File: config.mk
export PLATFORM = sky130hd
export DESIGN_NAME = alu
export DESIGN_NICKNAME = d
export VERILOG_FILES = /design/src/verilog/configure.sv /design/src/verilog/alu.sv
export SDC_FILE = /design/constraint.sdc
export NUM_CORES = 1
export LEC_CHECK = 0
export BUFFER_PORTS_ARGS = -buffer_cell sky130_fd_sc_hd__buf_2
export CAP_MARGIN = 5
export CORE_UTILIZATION = 56
export DETAILED_ROUTE_END_ITERATION = 8
export PLACE_DENSITY_LB_ADDON = 0.1
export SLEW_MARGIN = 0
export SYNTH_ARGS = -nofsm -noshare
export SYNTH_HDL_FRONTEND = slang
export SYNTH_SLANG_ARGS = --single-unit
File: constraint.sdc
create_clock -name clock -period 0.8 [get_ports clock]
set_input_delay 0.08 -clock clock [delete_from_list [all_inputs] [get_ports clock]]
set_output_delay 0.08 -clock clock [all_outputs]
set_load 0.03 [all_outputs]
File: src/verilog/configure.sv
package configure;

  localparam int NUM_LANES = 2;
  localparam int XLEN = 32;
  localparam int REG_COUNT = 32;
  localparam int REG_ADDR_W = 5;
  localparam int APB_ADDR_W = 12;

  localparam logic [APB_ADDR_W-1:0] SLOT_BASE = 12'h000;
  localparam logic [APB_ADDR_W-1:0] ISSUE_ADDR = 12'h040;
  localparam logic [APB_ADDR_W-1:0] STATUS_ADDR = 12'h044;
  localparam logic [APB_ADDR_W-1:0] REG_BASE = 12'h100;

  // bit positions inside the status word
  localparam int status_busy_bit = 0;
  localparam int status_illegal_bit = 1;

  localparam logic [6:0] opcode_op = 7'b0110011;
  localparam logic [6:0] opcode_op_imm = 7'b0010011;
  // selects SUB and SRA in the R form, SRAI in the I form
  localparam logic [6:0] funct7_alt = 7'b0100000;

  typedef struct packed {
    logic [6:0] funct7;
    logic [4:0] rs2;
    logic [4:0] rs1;
    logic [2:0] funct3;
    logic [4:0] rd;
    logic [6:0] opcode;
  } r_type_t;

  typedef struct packed {
    logic [11:0] imm;
    logic [4:0]  rs1;
    logic [2:0]  funct3;
    logic [4:0]  rd;
    logic [6:0]  opcode;
  } i_type_t;

  // the immediate shifts need both views of the same word
  typedef union packed {
    r_type_t r;
    i_type_t i;
  } instr_word_t;

  typedef enum logic [3:0] {
    alu_add,
    alu_sub,
    alu_and,
    alu_or,
    alu_xor,
    alu_sll,
    alu_srl,
    alu_sra,
    alu_slt,
    alu_sltu
  } alu_op_t;

  typedef struct packed {
    logic                  valid;
    alu_op_t               op;
    logic [XLEN-1:0]       operand_a;
    logic [XLEN-1:0]       operand_b;
    logic [REG_ADDR_W-1:0] rd;
  } lane_req_t;

  typedef struct packed {
    logic                  valid;
    logic [REG_ADDR_W-1:0] rd;
    logic [XLEN-1:0]       value;
  } lane_res_t;

  typedef struct packed {
    logic                  psel;
    logic                  penable;
    logic                  pwrite;
    logic [APB_ADDR_W-1:0] paddr;
    logic [XLEN-1:0]       pwdata;
  } apb_req_t;

  typedef struct packed {
    logic [XLEN-1:0] prdata;
    logic            pready;
    logic            pslverr;
  } apb_rsp_t;

endpackage

File: src/verilog/alu.sv
`timescale 1ns/1ps

module alu (
  input  logic                 clock,
  input  logic                 arst_n,
  input  configure::lane_req_t req,
  output configure::lane_res_t res
);

  logic [configure::XLEN-1:0] result;
  logic [4:0] shamt;
  logic valid_q;
  logic [configure::REG_ADDR_W-1:0] rd_q;
  logic [configure::XLEN-1:0] value_q;

  assign shamt = req.operand_b[4:0];

  always_comb begin
    case (req.op)
      configure::alu_add: result = req.operand_a + req.operand_b;
      configure::alu_sub: result = req.operand_a - req.operand_b;
      configure::alu_and: result = req.operand_a & req.operand_b;
      configure::alu_or: result = req.operand_a | req.operand_b;
      configure::alu_xor: result = req.operand_a ^ req.operand_b;
      configure::alu_sll: result = req.operand_a << shamt;
      configure::alu_srl: result = req.operand_a >> shamt;
      configure::alu_sra: result = $signed(req.operand_a) >>> shamt;
      configure::alu_slt:
        result = {{(configure::XLEN - 1){1'b0}},
                  $signed(req.operand_a) < $signed(req.operand_b)};
      configure::alu_sltu:
        result = {{(configure::XLEN - 1){1'b0}}, req.operand_a < req.operand_b};
      default: result = req.operand_a + req.operand_b;
    endcase
  end

  always_ff @(posedge clock or negedge arst_n) begin
    if (!arst_n) begin
      valid_q <= 1'b0;
    end else begin
      valid_q <= req.valid;
    end
  end

  // result only moves when a request arrives
  always_ff @(posedge clock) begin
    if (req.valid) begin
      rd_q <= req.rd;
      value_q <= result;
    end
  end

  assign res.valid = valid_q;
  assign res.rd = rd_q;
  assign res.value = value_q;

endmodule

==> impl_metrics.ini, run 1 <==
[global_route]
grt_overflow = 4
grt_pass1_vias = 16800
grt_first_pass_wirelength_mm = 99.2
grt_max_degree = 72
track_usage = 0.741

[logic_synthesis]
syn_inst = 1248
synth_edf_count = 37
ys_ff_latch = 38
ys.flop_type = edfxtp_1
syn_nets = 1423
async_reset_ff_frac = 0.0263
syn_area_per_cell_sq_um = 7.80
seq_area_frac_synth = 0.117
ys_types = 84
yosysWarnings = 0
synth_area_sq_mm = 0.00973

[clock_network]
clk_path_buf_depth = 2
cts_root_buf = clkbuf_16
h-tree-depth = 2
cts_inserted_buffers = 5
clkSinkCount = 38

[run_status]
stop_stage = global routing (5_1_grt)
status = aborted with a tool error
error = [ERROR GRT-0116] Global routing finished with congestion. Check the congestion regions in the DRC Viewer.

[floorplanning]
io_pins = 114
die_h_microns = 134
initial_core_util = 0.581
rows = 47
die_w_microns = 134

[placed_design]
port_buffers = 113
placedInstanceArea_sq_mm = 0.0136
gp_congestion = 1.14
dp_hpwl_mm = 35.6
synth_stat cells, types with 6 or more instances:
library cell | count | area (sq um)
clkbuf_1 | 56 | 210
a221oi_1 | 19 | 166
a21oi_1 | 107 | 536
o211ai_1 | 30 | 225
a21boi_0 | 9 | 67.6
buf_4 | 6 | 45.0
buf_1 | 14 | 52.6
a211oi_1 | 16 | 120
a21o_1 | 19 | 143
mux2_2 | 14 | 158
and3_1 | 10 | 62.6
nand2_1 | 94 | 353
o21bai_1 | 14 | 105
xnor2_1 | 7 | 61.3
nand4_1 | 7 | 43.8
inv_1 | 94 | 353
a31oi_1 | 14 | 87.6
nand3_1 | 19 | 95.1
a221o_1 | 7 | 70.1
nor2_1 | 139 | 522
a311oi_1 | 6 | 52.6
edfxtp_1 | 37 | 1110
o221ai_1 | 10 | 87.6
o21a_1 | 10 | 75.1
o2111ai_1 | 9 | 78.8
a211o_1 | 11 | 96.3
and2_1 | 6 | 37.5
a22oi_1 | 20 | 150
nor3_1 | 25 | 125
nor4_1 | 12 | 75.1
mux4_2 | 55 | 1240
o21ai_0 | 71 | 355
or3_1 | 9 | 56.3
mux2i_1 | 32 | 320
ha_1 | 97 | 1210
nand2b_1 | 8 | 50.1
o22ai_1 | 13 | 81.3
nor2b_1 | 13 | 81.3
buf_2 | 20 | 100
o31ai_1 | 10 | 75.1
routing by layer:
| metal | GRT overflow | track usage |
|---|---|---|
| met3 | 0 | 0.579 |
| met5 | 0 | 0.286 |
| met2 | 1 | 0.923 |
| met1 | 0 | 0.747 |
| met4 | 3 | 0.699 |
through the flow:
stage / hold WS, ns / setup WS, ns / util / setup TNS (ns) / instances
after detailed placement: -0.139 / -2.37 / 0.813 / -63.86 / 1915
after floorplan: -0.216 / -2.31 / - / -56.70 / 1248
after global placement: -0.146 / -2.32 / 0.813 / -62.21 / 1915
after CTS: 0.0855 / -1.78 / 0.932 / -51.70 / 1970
logic make-up after synthesis:
family,Yosys count,share of synthesized area
flops,38,0.117
xor+xnor,9,0.00810
mux,101,0.176
buf+inv,195,0.0833
compound gates,441,0.313
simple gates,365,0.173
fa+ha+maj,99,0.129
what timing repair did:
action,CTS
hold endpoints to repair,6
hold buffers,6
gates cloned,7
pin swaps,95
gates resized for setup,319
buffers inserted,37
setup endpoints to repair,70
==> run 2: changes to the inputs <==
Settings changed: CORE_UTILIZATION 56 to 40, PLACE_DENSITY_LB_ADDON 0.1 to 0.15.
Clock period 0.8 ns to 1.05 ns, I/O delays scaled along.
==> run 2 against run 1 <==
The flow now finishes, with violations (negative setup slack). Synthesized cell count did not move. Area after synthesis did not move.
==> impl_metrics.ini, run 2 <==
[job]
drv_cap = 0

[global_route]
antenna_found_initial = 1
grt_first_pass_wirelength_mm = 74.5
grt_pass1_vias = 12400
grt_overflow = 0
grt_max_degree = 72
track_usage = 0.405

[setup_path]
path_delay_family = compound AO/OA/AOI/OAI gates
cp_cell_sequence = buf_8 -> inv_6 -> ha_4 -> buf_6 -> or3b_4 -> o2111ai_4 -> nor3_4 -> a211oi_4 -> o21ai_4 -> a21bo_1 -> a221oi_4 -> o221ai_2 -> a221o_1
cp_num_cells = 13
setup.worst_path.start = req[43]
required_ns = 1.10
critPathArrivalTime_ns = 2.63
cp_slowest_cell = or3b_4
critical_path_class = in -> reg
critPathLaunchType = primary input
endpoint_kind = flop
path_max_fanout = 5
cp_num_buf_inv = 3
cpPeakStageDelay_ns = 0.38
endpoint = value_q[24]$_DFFE_PP_

[layout]
drive_above_1_share = 0.553
largest_register_ffs = 32
fin_nets = 2035
fillCellCount = 1866
regArea_sq_mm = 0.00114
synthToLayoutAreaGrowth_pct = 76.2
final_cell_mix = 511 x buf_4, 128 x nor2_1, 102 x buf_2, 86 x nand2_1, 68 x inv_1
num_antenna_cells = 0
regMostFlops = value_q
multiInputGateArea_sq_mm = 0.00944
reg_top3 = value_q (32), rd_q (5), valid_q (1)
final_common_cell = buf_4

[run_status]
violations = negative setup slack
status = complete, but fails checks

[logic_synthesis]
ys_types = 84
synth_top_area_share = 0.127
async_reset_ff_frac = 0.0263
netlist.top_cell.by_area = mux4_2
synth_most_common_cell = nor2_1
synth_area_sq_mm = 0.00973
yosysWarnings = 0
yosys-top-cells-count = 139 x nor2_1, 107 x a21oi_1, 97 x ha_1, 94 x inv_1, 94 x nand2_1
netlist_top_cells_area = mux4_2 13%, ha_1 12%, edfxtp_1 11%, a21oi_1 5.5%, nor2_1 5.4%
synth_edf_count = 37
seq_area_frac_synth = 0.117
syn_area_per_cell_sq_um = 7.80
ys.flop_type = edfxtp_1
ys_ff_latch = 38
syn_inst = 1248
syn_nets = 1423

[power]
combPwrFrac = 0.730
power_frac_seq = 0.146
irDropWorstVdd_mv = 0.552
p_int_uw = 7510
p_clk_frac = 0.124
switchingPower_uw = 6010
swShare = 0.444
p_leak_uw = 0.00773
cellPowerDensity_mw_per_mm2 = 788

[timing]
setup_viol = 32
hold_viol_final = 0
finalCriticalPeriod_ns = 2.58
min_period_over_period = 2.46
fmax_mhz = 388
tightest_slew_ns = 0.641
relSlewSlack = 0.568
fin_setup_tns_ns = -41.71
rsz0062_at_grt = yes
maxSlewViolCount = 0
setup_ws_ns = -1.53

[drt]
wl_per_cell_microns = 24.2
ant_nets = 0
routed_wl_mm = 52.7
via_count = 13500
drt_iter0_markers = 1325
dr.pass1.iters = 6
via_per_inst = 6.18
drcViolationCount = 0

[clock_network]
path_clk_slew_ns = 0.07
cts_tree = done
cts_inserted_buffers = 5
clkSinkCount = 38
clk_path_buf_depth = 2
h-tree-depth = 2
cts_root_buf = clkbuf_16

[floorplanning]
io_pins = 114
rows = 56
core_sq_mm = 0.0237
die_area_sq_mm = 0.0250
die_h_microns = 158
die_w_microns = 158
initial_core_util = 0.411

[placed_design]
gp_congestion = 1.04
port_buffers = 113
place_worst_setup_slack_ns = -2.34
dp_hpwl_mm = 39.2

[worst_hold_path]
hold_class = in -> async
-- run 2: cell type report --
class                      count  share of cell area
clock buffer                   6             0.00810
clock inverter                 2            0.000730
inverter                      94              0.0231
multi-input combinational   1015               0.550
sequential                    38              0.0662
tap                          319              0.0233
timing repair buffer         706               0.328
-- run 2: logic make-up after synthesis --
kind of cell / after synthesis / share of synthesized area
buffers and inverters: 195 / 0.0833
xor gates and xnor gates: 9 / 0.00810
and+or+nand+nor: 365 / 0.173
DFF: 38 / 0.117
muxes: 101 / 0.176
adders and majority gates: 99 / 0.129
AOI/OAI and AO/OA: 441 / 0.313
-- run 2: worst min path at each step --
stage	from	endpoint	slack [ns]	cells past startpoint
floorplan	arst_n	valid_q$_DFF_PN0_	-0.19	0
global placement	arst_n	valid_q$_DFF_PN0_	-0.12	1
detailed placement	arst_n	valid_q$_DFF_PN0_	-0.12	1
CTS	arst_n	valid_q$_DFF_PN0_	0.11	2
global route	arst_n	valid_q$_DFF_PN0_	0.14	2
finish	arst_n	valid_q$_DFF_PN0_	0.11	2
-- run 2: timing repair --
action                     in CTS  in global routing
hold endpoints to repair        6                  0
setup endpoints to repair      32                 32
setup buffers                  42                 62
gates resized for setup       276                177
hold buffers                    6                  0
gates cloned                    3                  3
pin swaps                      88                100
-- run 2: power groups by stage --
| stage | Combinational (uW) | Sequential [uW] | Clock (uW) |
|---|---|---|---|
| 3_5_place_dp | 7720 | 2010 | 0 |
| 3_3_place_gp | 7680 | 2000 | 0 |
| 5_1_grt | 10300 | 2000 | 1720 |
| 4_1_cts | 8780 | 1970 | 1670 |
| 6_report | 9870 | 1970 | 1670 |
| 2_1_floorplan | 3650 | 2420 | 0 |
-- run 2: per-stage QoR --
step           instances  hold slack [ns]  utilization  area, sq um  power (uW)
2_1_floorplan       1248           -0.191            -        10100        6070
3_3_place_gp        2073           -0.120        0.600        14200        9680
3_5_place_dp        2073           -0.119        0.600        14200        9730
4_1_cts             2130            0.108        0.675        16000       12400
5_1_grt             2180            0.135        0.724        17200       14000
6_report            2180            0.110        0.724        17200       13500
-- run 2: routing by layer --
layer  vias to the layer above  track usage  part of all wire
met4                         2        0.147             0.046
met5                         -            0           0.00021
li1                       5960            -                 -
met1                      6452        0.571              0.42
met2                       897        0.612              0.43
met3                       164       0.0742              0.11
Note: power is estimated with default switching activity, not from simulation.
