## config.mk

```make
export PLATFORM = sky130hd
export DESIGN_NAME = issue_unit
export DESIGN_NICKNAME = d
export VERILOG_FILES = /design/src/verilog/configure.sv /design/src/verilog/issue_unit.sv
export SDC_FILE = /design/constraint.sdc
export NUM_CORES = 1
export LEC_CHECK = 0
export ABC_AREA = 1
export BUFFER_PORTS_ARGS = -buffer_cell sky130_fd_sc_hd__buf_4
export CELL_PAD_IN_SITES_DETAIL_PLACEMENT = 2
export CELL_PAD_IN_SITES_GLOBAL_PLACEMENT = 2
export CORE_ASPECT_RATIO = 1.75
export CORE_MARGIN = 4
export CORE_UTILIZATION = 21
export CTS_BUF_LIST = sky130_fd_sc_hd__clkbuf_4 sky130_fd_sc_hd__clkbuf_8
export CTS_CLUSTER_DIAMETER = 120
export DETAILED_ROUTE_END_ITERATION = 10
export PLACE_DENSITY_LB_ADDON = 0.15
export RECOVER_POWER = 100
export SYNTH_ARGS = -nofsm -noshare
export SYNTH_HDL_FRONTEND = slang
export SYNTH_SLANG_ARGS = --single-unit
export TNS_END_PERCENT = 1
```

## constraint.sdc

```tcl
create_clock -name clock -period 2.4 [get_ports clock]
set_clock_uncertainty 0.05 [all_clocks]
set_input_delay 0.36 -clock clock [delete_from_list [all_inputs] [get_ports clock]]
set_output_delay 0.36 -clock clock [all_outputs]
set_load 0.1 [all_outputs]
```

## src/verilog/configure.sv

```systemverilog
package configure;

  localparam int NUM_LANES = 2;
  localparam int XLEN = 32;
  localparam int REG_COUNT = 32;
  localparam int REG_ADDR_W = 5;
  localparam int APB_ADDR_W = 12;

  localparam logic [APB_ADDR_W-1:0] SLOT_BASE = 12'h000;
  localparam logic [APB_ADDR_W-1:0] ISSUE_ADDR = 12'h040;
  localparam logic [APB_ADDR_W-1:0] STATUS_ADDR = 12'h044;
  localparam logic [APB_ADDR_W-1:0] REG_BASE = 12'h100;

  // bit positions inside the status word
  localparam int status_busy_bit = 0;
  localparam int status_illegal_bit = 1;

  localparam logic [6:0] opcode_op = 7'b0110011;
  localparam logic [6:0] opcode_op_imm = 7'b0010011;
  // selects SUB and SRA in the R form, SRAI in the I form
  localparam logic [6:0] funct7_alt = 7'b0100000;

  typedef struct packed {
    logic [6:0] funct7;
    logic [4:0] rs2;
    logic [4:0] rs1;
    logic [2:0] funct3;
    logic [4:0] rd;
    logic [6:0] opcode;
  } r_type_t;

  typedef struct packed {
    logic [11:0] imm;
    logic [4:0]  rs1;
    logic [2:0]  funct3;
    logic [4:0]  rd;
    logic [6:0]  opcode;
  } i_type_t;

  // the immediate shifts need both views of the same word
  typedef union packed {
    r_type_t r;
    i_type_t i;
  } instr_word_t;

  typedef enum logic [3:0] {
    alu_add,
    alu_sub,
    alu_and,
    alu_or,
    alu_xor,
    alu_sll,
    alu_srl,
    alu_sra,
    alu_slt,
    alu_sltu
  } alu_op_t;

  typedef struct packed {
    logic                  valid;
    alu_op_t               op;
    logic [XLEN-1:0]       operand_a;
    logic [XLEN-1:0]       operand_b;
    logic [REG_ADDR_W-1:0] rd;
  } lane_req_t;

  typedef struct packed {
    logic                  valid;
    logic [REG_ADDR_W-1:0] rd;
    logic [XLEN-1:0]       value;
  } lane_res_t;

  typedef struct packed {
    logic                  psel;
    logic                  penable;
    logic                  pwrite;
    logic [APB_ADDR_W-1:0] paddr;
    logic [XLEN-1:0]       pwdata;
  } apb_req_t;

  typedef struct packed {
    logic [XLEN-1:0] prdata;
    logic            pready;
    logic            pslverr;
  } apb_rsp_t;

endpackage

```

## src/verilog/issue_unit.sv

```systemverilog
`timescale 1ns/1ps

module issue_unit (
  input  logic                             clock,
  input  logic                             arst_n,
  input  configure::apb_req_t              apb_req,
  output configure::apb_rsp_t              apb_rsp,
  output configure::lane_req_t             lane_req [configure::NUM_LANES],
  output logic [configure::REG_ADDR_W-1:0] rs_addr [configure::NUM_LANES][2],
  input  logic [configure::XLEN-1:0]       rs_data [configure::NUM_LANES][2],
  output logic [configure::REG_ADDR_W-1:0] host_addr,
  input  logic [configure::XLEN-1:0]       host_data,
  output logic                             busy
);

  configure::instr_word_t slot [configure::NUM_LANES];

  configure::alu_op_t dec_op [configure::NUM_LANES];
  logic [configure::NUM_LANES-1:0] dec_legal;

  // decoded bundle, captured when the issue command completes
  configure::alu_op_t bnd_op [configure::NUM_LANES];
  logic [configure::REG_ADDR_W-1:0] bnd_rd [configure::NUM_LANES];
  logic [configure::REG_ADDR_W-1:0] bnd_rs1 [configure::NUM_LANES];
  logic [configure::REG_ADDR_W-1:0] bnd_rs2 [configure::NUM_LANES];
  logic [configure::XLEN-1:0] bnd_imm [configure::NUM_LANES];
  logic [configure::NUM_LANES-1:0] bnd_use_imm;

  logic [configure::NUM_LANES-1:0] pending;
  logic [configure::NUM_LANES-1:0] in_flight;
  logic [configure::NUM_LANES-1:0] fire;
  logic illegal;

  logic access;
  logic pready;
  logic mapped;
  logic hit_issue;
  logic hit_status;
  logic hit_reg;
  logic issue_go;
  logic [configure::NUM_LANES-1:0] hit_slot;

  function automatic configure::alu_op_t f3_op(input logic [2:0] funct3, input logic alt);
    case (funct3)
      3'b000: return alt ? configure::alu_sub : configure::alu_add;
      3'b001: return configure::alu_sll;
      3'b010: return configure::alu_slt;
      3'b011: return configure::alu_sltu;
      3'b100: return configure::alu_xor;
      3'b101: return alt ? configure::alu_sra : configure::alu_srl;
      3'b110: return configure::alu_or;
      default: return configure::alu_and;
    endcase
  endfunction

  function automatic logic is_legal(input configure::instr_word_t w);
    logic alt;
    logic zero;
    alt = w.r.funct7 == configure::funct7_alt;
    zero = w.r.funct7 == '0;
    if (w.r.opcode == configure::opcode_op)
      return zero || (alt && (w.r.funct3 == 3'b000 || w.r.funct3 == 3'b101));
    if (w.i.opcode == configure::opcode_op_imm) begin
      // upper immediate bits of a shift are a funct7 field
      if (w.i.funct3 == 3'b001) return zero;
      if (w.i.funct3 == 3'b101) return zero || alt;
      return 1'b1;
    end
    return 1'b0;
  endfunction

  always_comb begin
    for (int k = 0; k < configure::NUM_LANES; k++) begin
      dec_legal[k] = is_legal(slot[k]);
      if (slot[k].r.opcode == configure::opcode_op)
        dec_op[k] = f3_op(slot[k].r.funct3, slot[k].r.funct7 == configure::funct7_alt);
      else
        dec_op[k] = f3_op(slot[k].i.funct3, slot[k].i.funct3 == 3'b101 &&
                          slot[k].r.funct7 == configure::funct7_alt);
    end
  end

  always_comb begin
    for (int k = 0; k < configure::NUM_LANES; k++) begin
      hit_slot[k] = apb_req.paddr == configure::SLOT_BASE + configure::APB_ADDR_W'(4 * k);
    end
    hit_issue = apb_req.paddr == configure::ISSUE_ADDR;
    hit_status = apb_req.paddr == configure::STATUS_ADDR;
    hit_reg = apb_req.paddr[configure::APB_ADDR_W-1:configure::REG_ADDR_W+2] ==
              configure::REG_BASE[configure::APB_ADDR_W-1:configure::REG_ADDR_W+2] &&
              apb_req.paddr[1:0] == 2'b00;
    mapped = (|hit_slot) || hit_issue || hit_status || hit_reg;
  end

  assign host_addr = apb_req.paddr[2 +: configure::REG_ADDR_W];
  assign access = apb_req.psel && apb_req.penable;
  // issue commands and register reads wait for the running bundle
  assign pready = !(apb_req.psel && busy &&
                    ((hit_issue && apb_req.pwrite) || (hit_reg && !apb_req.pwrite)));
  assign issue_go = access && pready && apb_req.pwrite && hit_issue;
  assign busy = (|pending) || (|in_flight);

  always_comb begin
    apb_rsp.pready = pready;
    apb_rsp.pslverr = access && !mapped;
    apb_rsp.prdata = '0;
    if (!apb_req.pwrite) begin
      if (hit_status) begin
        apb_rsp.prdata[configure::status_busy_bit] = busy;
        apb_rsp.prdata[configure::status_illegal_bit] = illegal;
      end
      if (hit_reg) apb_rsp.prdata = host_data;
      for (int k = 0; k < configure::NUM_LANES; k++) begin
        if (hit_slot[k]) apb_rsp.prdata = slot[k];
      end
    end
  end

  always_ff @(posedge clock) begin
    for (int k = 0; k < configure::NUM_LANES; k++) begin
      if (access && apb_req.pwrite && hit_slot[k]) slot[k] <= apb_req.pwdata;
    end
  end

  always_ff @(posedge clock) begin
    if (issue_go) begin
      for (int k = 0; k < configure::NUM_LANES; k++) begin
        bnd_op[k] <= dec_op[k];
        bnd_rd[k] <= slot[k].r.rd;
        bnd_rs1[k] <= slot[k].r.rs1;
        bnd_rs2[k] <= slot[k].r.rs2;
        bnd_imm[k] <= {{(configure::XLEN - 12){slot[k].i.imm[11]}}, slot[k].i.imm};
        bnd_use_imm[k] <= slot[k].i.opcode == configure::opcode_op_imm;
      end
    end
  end

  // lanes issue in order, and a lane reading an unwritten earlier rd waits
  always_comb begin
    logic order_ok;
    logic raw;
    order_ok = 1'b1;
    for (int k = 0; k < configure::NUM_LANES; k++) begin
      raw = 1'b0;
      for (int j = 0; j < k; j++) begin
        if ((pending[j] || in_flight[j]) && bnd_rd[j] != '0 &&
            (bnd_rs1[k] == bnd_rd[j] || (!bnd_use_imm[k] && bnd_rs2[k] == bnd_rd[j])))
          raw = 1'b1;
      end
      fire[k] = pending[k] && !raw && order_ok;
      order_ok = order_ok && (!pending[k] || fire[k]);
    end
  end

  always_comb begin
    for (int k = 0; k < configure::NUM_LANES; k++) begin
      rs_addr[k][0] = bnd_rs1[k];
      rs_addr[k][1] = bnd_rs2[k];
      lane_req[k].valid = fire[k];
      lane_req[k].op = bnd_op[k];
      lane_req[k].operand_a = rs_data[k][0];
      lane_req[k].operand_b = bnd_use_imm[k] ? bnd_imm[k] : rs_data[k][1];
      lane_req[k].rd = bnd_rd[k];
    end
  end

  always_ff @(posedge clock or negedge arst_n) begin
    if (!arst_n) begin
      pending <= '0;
      in_flight <= '0;
      illegal <= 1'b0;
    end else begin
      in_flight <= fire;
      // illegal slots never become pending, so they act as no-ops
      if (issue_go) pending <= dec_legal;
      else pending <= pending & ~fire;
      if (access && apb_req.pwrite && hit_status &&
          apb_req.pwdata[configure::status_illegal_bit])
        illegal <= 1'b0;
      else if (issue_go && !(&dec_legal))
        illegal <= 1'b1;
    end
  end

endmodule

```

Word-level counts from Yosys, hierarchy flattened --
Memory sizes are Yosys's and may differ from the RTL's. Index checks and enable logic that the tools add are counted.
Storage, ports and cells: RAM bits 166, word-level logic and storage cells 162, register bits 7, output and inout port bits 208, memories 6
Operators by class: mux-type cells 70, equality and inequality tests 24, bitwise logic cells 2, reductions and logical operators 56
Memories:
- bnd_imm | words 2, width 32, rd ports 2, clocked after memory_dff 0, wr ports 2, RTL line issue_unit.sv:26 | logic [configure::XLEN-1:0] bnd_imm [configure::NUM_LANES];
- slot | words 2, width 32, rd ports 2, clocked after memory_dff 0, wr ports 1, RTL line issue_unit.sv:16 | configure::instr_word_t slot [configure::NUM_LANES];
- bnd_rd | words 2, width 5, rd ports 2, clocked after memory_dff 0, wr ports 2, RTL line issue_unit.sv:23 | logic [configure::REG_ADDR_W-1:0] bnd_rd [configure::NUM_LANES];
- bnd_rs1 | words 2, width 5, rd ports 2, clocked after memory_dff 0, wr ports 2, RTL line issue_unit.sv:24 | logic [configure::REG_ADDR_W-1:0] bnd_rs1 [configure::NUM_LANES];
- bnd_rs2 | words 2, width 5, rd ports 2, clocked after memory_dff 0, wr ports 2, RTL line issue_unit.sv:25 | logic [configure::REG_ADDR_W-1:0] bnd_rs2 [configure::NUM_LANES];
- bnd_op | words 2, width 4, rd ports 2, clocked after memory_dff 0, wr ports 2, RTL line issue_unit.sv:22 | configure::alu_op_t bnd_op [configure::NUM_LANES];
Operators with widths (number):
- 32-bit 2-to-1 mux | 7
- 4-bit one-hot mux with 7 select lines | 4
- 1-bit 2-to-1 mux | 55
- 32-bit OR reduction | 1
- 7-bit by 6-bit equality test with 1-bit output (second input constant) | 4
- 12-bit by 7-bit equality test with 1-bit output (second input constant) | 2
- 1-bit logical AND | 24
- 3-bit equality test (second input constant) | 6
- 7-bit by 5-bit equality test with 1-bit output (second input constant) | 2
- 7-bit zero test | 2
- 1-bit logical OR | 13
- 12-bit by 3-bit equality test with 1-bit output (second input constant) | 1
- 3-bit by 2-bit equality test with 1-bit output (second input constant) | 4
- 12-bit zero test | 1
- 5-bit equality test | 2
- 4-bit 2-to-1 mux | 2
- 3-bit by 1-bit equality test with 1-bit output (second input constant) | 2
- 1-bit zero test | 6
- 3-bit zero test | 2
- 2-bit OR reduction | 3
- 5-bit by 2-bit equality test with 1-bit output (second input constant) | 1
- 5-bit nonzero test | 1
- 2-bit 2-to-1 mux | 2
- 2-bit AND | 1
- other kinds (4) | 4

Longest topological paths before layout --
depth after elaboration 17, mapped depth 11

Worst setup path before layout --
No wires, ideal clock.
path kind reg2out, start point memory bnd_rd[0][1] (netlist bit), end point output port lane_req[73] (netlist bit), arrival 2.940 ns, path slack -0.950 ns, cell stages (with the launch flop) 7, cell sequence edfxtp_1 > inv_1 > o22ai_1 > nor2_1 > nand3_1 > nand2_1 > a31oi_1
RTL lines:
- start: declaration | RTL line issue_unit.sv:23
- end: declaration | RTL line issue_unit.sv:8 | output configure::lane_req_t lane_req [configure::NUM_LANES],

==> summary.txt <==
Floorplan
  – Row count: 86
  – DIE AREA: 34,800 µm²
  – Width of the die: 143 µm
  – Die height: 244 µm
  – Starting Density: 21.2%
  – I/O Pins: 417
  – Core footprint: 31,400 µm²

Routing
  – Pre-antenna DRT Iters: 4
  – Vias/cell: 4.25
  – Antenna-violating nets left: 0
  – WL per Instance: 22.2 µm
  – Via count: 5,874
  – Drt drc: 0
  – Post-Route WL: 30,600 µm
  – Iter 0 DRT Violations: 221

Worst setup path
  – Crit. Startpoint: bnd_rd[0][0]
  – R2r startpoint: pending[0]
  – Worst Setup EP: lane_req[73]
  – Flop2flop setup slack: 0.53 ns
  – CP max FO: 5
  – Worst reg2reg endpoint: bnd_rs1[0][0]
  – Reg2reg path depth: 6
  – CP Class: reg2out
  – Worst Setup End Kind: output port
  – Critical Path AT: 1.91 ns
  – Required @ worst endpoint: 1.99 ns
  – CP Launch Type: flip-flop

Placed design
  – # port buffers: 288
  – Post-Place Cell Area: 8910 µm²
  – DPL Wire Length: 25,700 µm
  – DP Cell Count: 1,328
  – Final Wtd Congestion: 0.773

STA
  – Final cycle utilization of the critical path: 96.8%
  – Final Hold Fails: 0
  – Final Max Tran Viols: 0
  – Slew HR: 21.8%
  – Tmin final: 2.32 ns
  – Final setup viols: 0
  – Max Freq: 431 MHz
  – RSZ-0062 raised after global routing: true
  – Least-Margin Pin Slew: 1.18 ns

Clock tree
  – CTS tree: done
  – Clk Tree Root Cell: clkbuf_8
  – Worst-path clk slew: 0.07 ns
  – Clk Latency, worst-skew pair: 0.45 ns
  – CTS Buf Count: 17
  – Worst-case clock buffer depth: 2
  – CTS Sinks: 123
  – H-tree depth: 4

Power
  – Pwr dens: 475 nW/µm²
  – Switching share of power: 23.8%
  – Net Switching: 1.07 mW
  – Comb pwr share: 7.5%
  – Pleak: 4.35 nW
  – Peak VDD IR: 0.000254 V
  – Flop pwr share: 51.9%
  – Clock share of power: 40.7%
  – Int Pwr: 3.43 mW

Synth
  – Top cell type's share of synthesized area: 53.1%
  – Area leader, netlist: edfxtp_1
  – Sequential share of the synthesized area: 55.0%
  – Syn Nets: 931
  – Yosys reg bits: 123
  – Synthesized area: 6670 µm²
  – Synth warn: 0
  – Gate Count Post-Synth: 722
  – Top cells by area, synth: edfxtp_1, buf_4, nand2_1
  – Syn Area/Cell: 9.24 µm²
  – Synth cell types: 34

Final layout
  – Nets: 1,179
  – Final instance area: 9460 µm²
  – Non-Filler Instances: 1,382
  – Layout cells sized above 1: 37.1%
  – Area delta synth->final: 41.8%

Global routing
  – Vias in the first global route: 6,549
  – Largest net degree at the start of global routing: 36
  – Initial antenna violation count: 11
  – First-pass GRT wire length: 42,900 µm
  – Remaining Overflow, GRT: 0
  – All-Layer GR Usage: 17.3%

Outcome
  – Status: finished clean

Run
  – Max_cap viols: 0

Worst hold path
  – HP Class: in2reg
layout by cell type, fill, tap and decap left out, types with 2 or more instances in the layout:
master / synthesis / routed
a21oi_2: 0 / 2
clkbuf_4: 0 / 16
clkinv_2: 0 / 3
clkinvlp_4: 0 / 7
inv_1: 131 / 128
dlygate4sd3_1: 0 / 18
edfxtp_1: 118 / 118
o21ai_0: 63 / 21
mux2_2: 19 / 19
nor2_2: 3 / 5
o211ai_2: 2 / 2
diode_2: 0 / 3
clkbuf_1: 9 / 25
nor3_1: 6 / 5
nand3b_1: 2 / 2
bufinv_16: 0 / 2
xor2_1: 5 / 5
o211ai_1: 4 / 4
nand4_1: 4 / 4
nand2_2: 2 / 6
buf_12: 0 / 7
nor4_1: 3 / 2
inv_2: 1 / 2
nand3_1: 20 / 20
buf_8: 0 / 5
buf_4: 83 / 200
dfrtp_1: 5 / 5
nor2_1: 68 / 66
clkbuf_2: 1 / 37
o21ai_1: 9 / 51
clkbuf_8: 0 / 17
buf_6: 2 / 24
clkinv_4: 0 / 3
a21oi_1: 13 / 11
nand2_1: 132 / 128
logic make-up after synthesis:
kind of cell	synth area share, %
buffers and inverters	18.3
XOR/XNOR	0.788
AO/OA/AOI/OAI	7.50
multiplexers	3.21
flip-flops	55.0
AND/OR/NAND/NOR	15.2
sequential cells by signal (all words and copies together), names as in the netlist:
register,cells
slot,64
bnd_imm,15
bnd_rd,10
bnd_rs1,10
bnd_rs2,9
bnd_op,8
bnd_use_imm,2
in_flight,2
pending,2
illegal,1
stage by stage:
stage | TNS [ns] | setup slack [ns] | hold WS [ns] | utilization, % | total power, mW
finish | 0 | 0.0779 | 0.0693 | 30.1 | 4.50
global route | -0.105 | -0.0282 | 0.0284 | 30.1 | 4.67
CTS | -0.303 | -0.0490 | 0.000495 | 30.3 | 4.59
detailed placement | -0.242 | -0.0440 | 0.127 | 28.4 | 2.71
global placement | -0.319 | -0.0539 | 0.126 | 28.4 | 2.71
floorplan | -33.82 | -0.422 | 0.0144 | - | 2.99
synthesized netlist by cell type:
cell and number:
a21oi_1 13, a31oi_1 1, buf_2 8, buf_4 83, buf_6 2, clkbuf_1 9
clkbuf_2 1, clkinv_1 1, dfrtp_1 5, edfxtp_1 118, inv_1 131, inv_2 1
mux2_2 19, nand2_1 132, nand2_2 2, nand3_1 20, nand3b_1 2, nand4_1 4
nand4_2 1, nor2_1 68, nor2_2 3, nor3_1 6, nor3_4 1, nor3b_1 1
nor4_1 3, o211ai_1 4, o211ai_2 2, o21ai_0 63, o21ai_1 9, o21bai_1 1
o22ai_1 1, or2_2 1, xnor2_1 1, xor2_1 5
how the worst min path moves through the flow:
stage / startpoint / endpoint / cells after the start
6_report: apb_req[30] / slot[0][30] / 1
5_1_grt: apb_req[30] / slot[0][30] / 1
4_1_cts: apb_req[11] / slot[0][43] / 1
3_5_place_dp: arst_n / illegal / 1
3_3_place_gp: arst_n / in_flight[1] / 1
2_1_floorplan: arst_n / illegal / 0
per-layer routing:
layer / track usage (%) / wire, µm
met5: 0 / 93
met4: 8.56 / 1520
met3: 7.56 / 2970
met2: 32.1 / 16500
met1: 15.4 / 9560
worst max-delay path, stage by stage (launching register included):
cell and delay (ns):
edfxtp_1 0.53, nor4_2 0.32, nand2_1 0.15, a31oi_4 0.26
buf_12 0.20
timing repair:
item / in CTS / in global routing
buffers inserted: 1 / 0
endpoints found under the hold margin: 32 / 3
hold buffers: 16 / 2
pin swaps: 0 / 3
resized for setup: 17 / 37
setup endpoints to repair: 28 / 86
power by group through the flow:
stage	clock network (mW)	registers, mW	logic [mW]
after detailed placement	0	2.38	0.332
after global placement	0	2.38	0.329
after floorplan	0	2.38	0.606
final	1.83	2.33	0.336
after global routing	1.98	2.33	0.365
after CTS	1.91	2.33	0.357
layout make-up:
class | instances | area (µm²)
timing repair buffer | 332 | 2570
multi-input combinational | 363 | 1830
sequential | 123 | 3670
clock buffer | 17 | 234
antenna | 3 | 7.51
tap | 396 | 495
inverter | 133 | 509
fill | 3616 | 22000
clock inverter | 15 | 151
(Power assumes the default switching activity.)
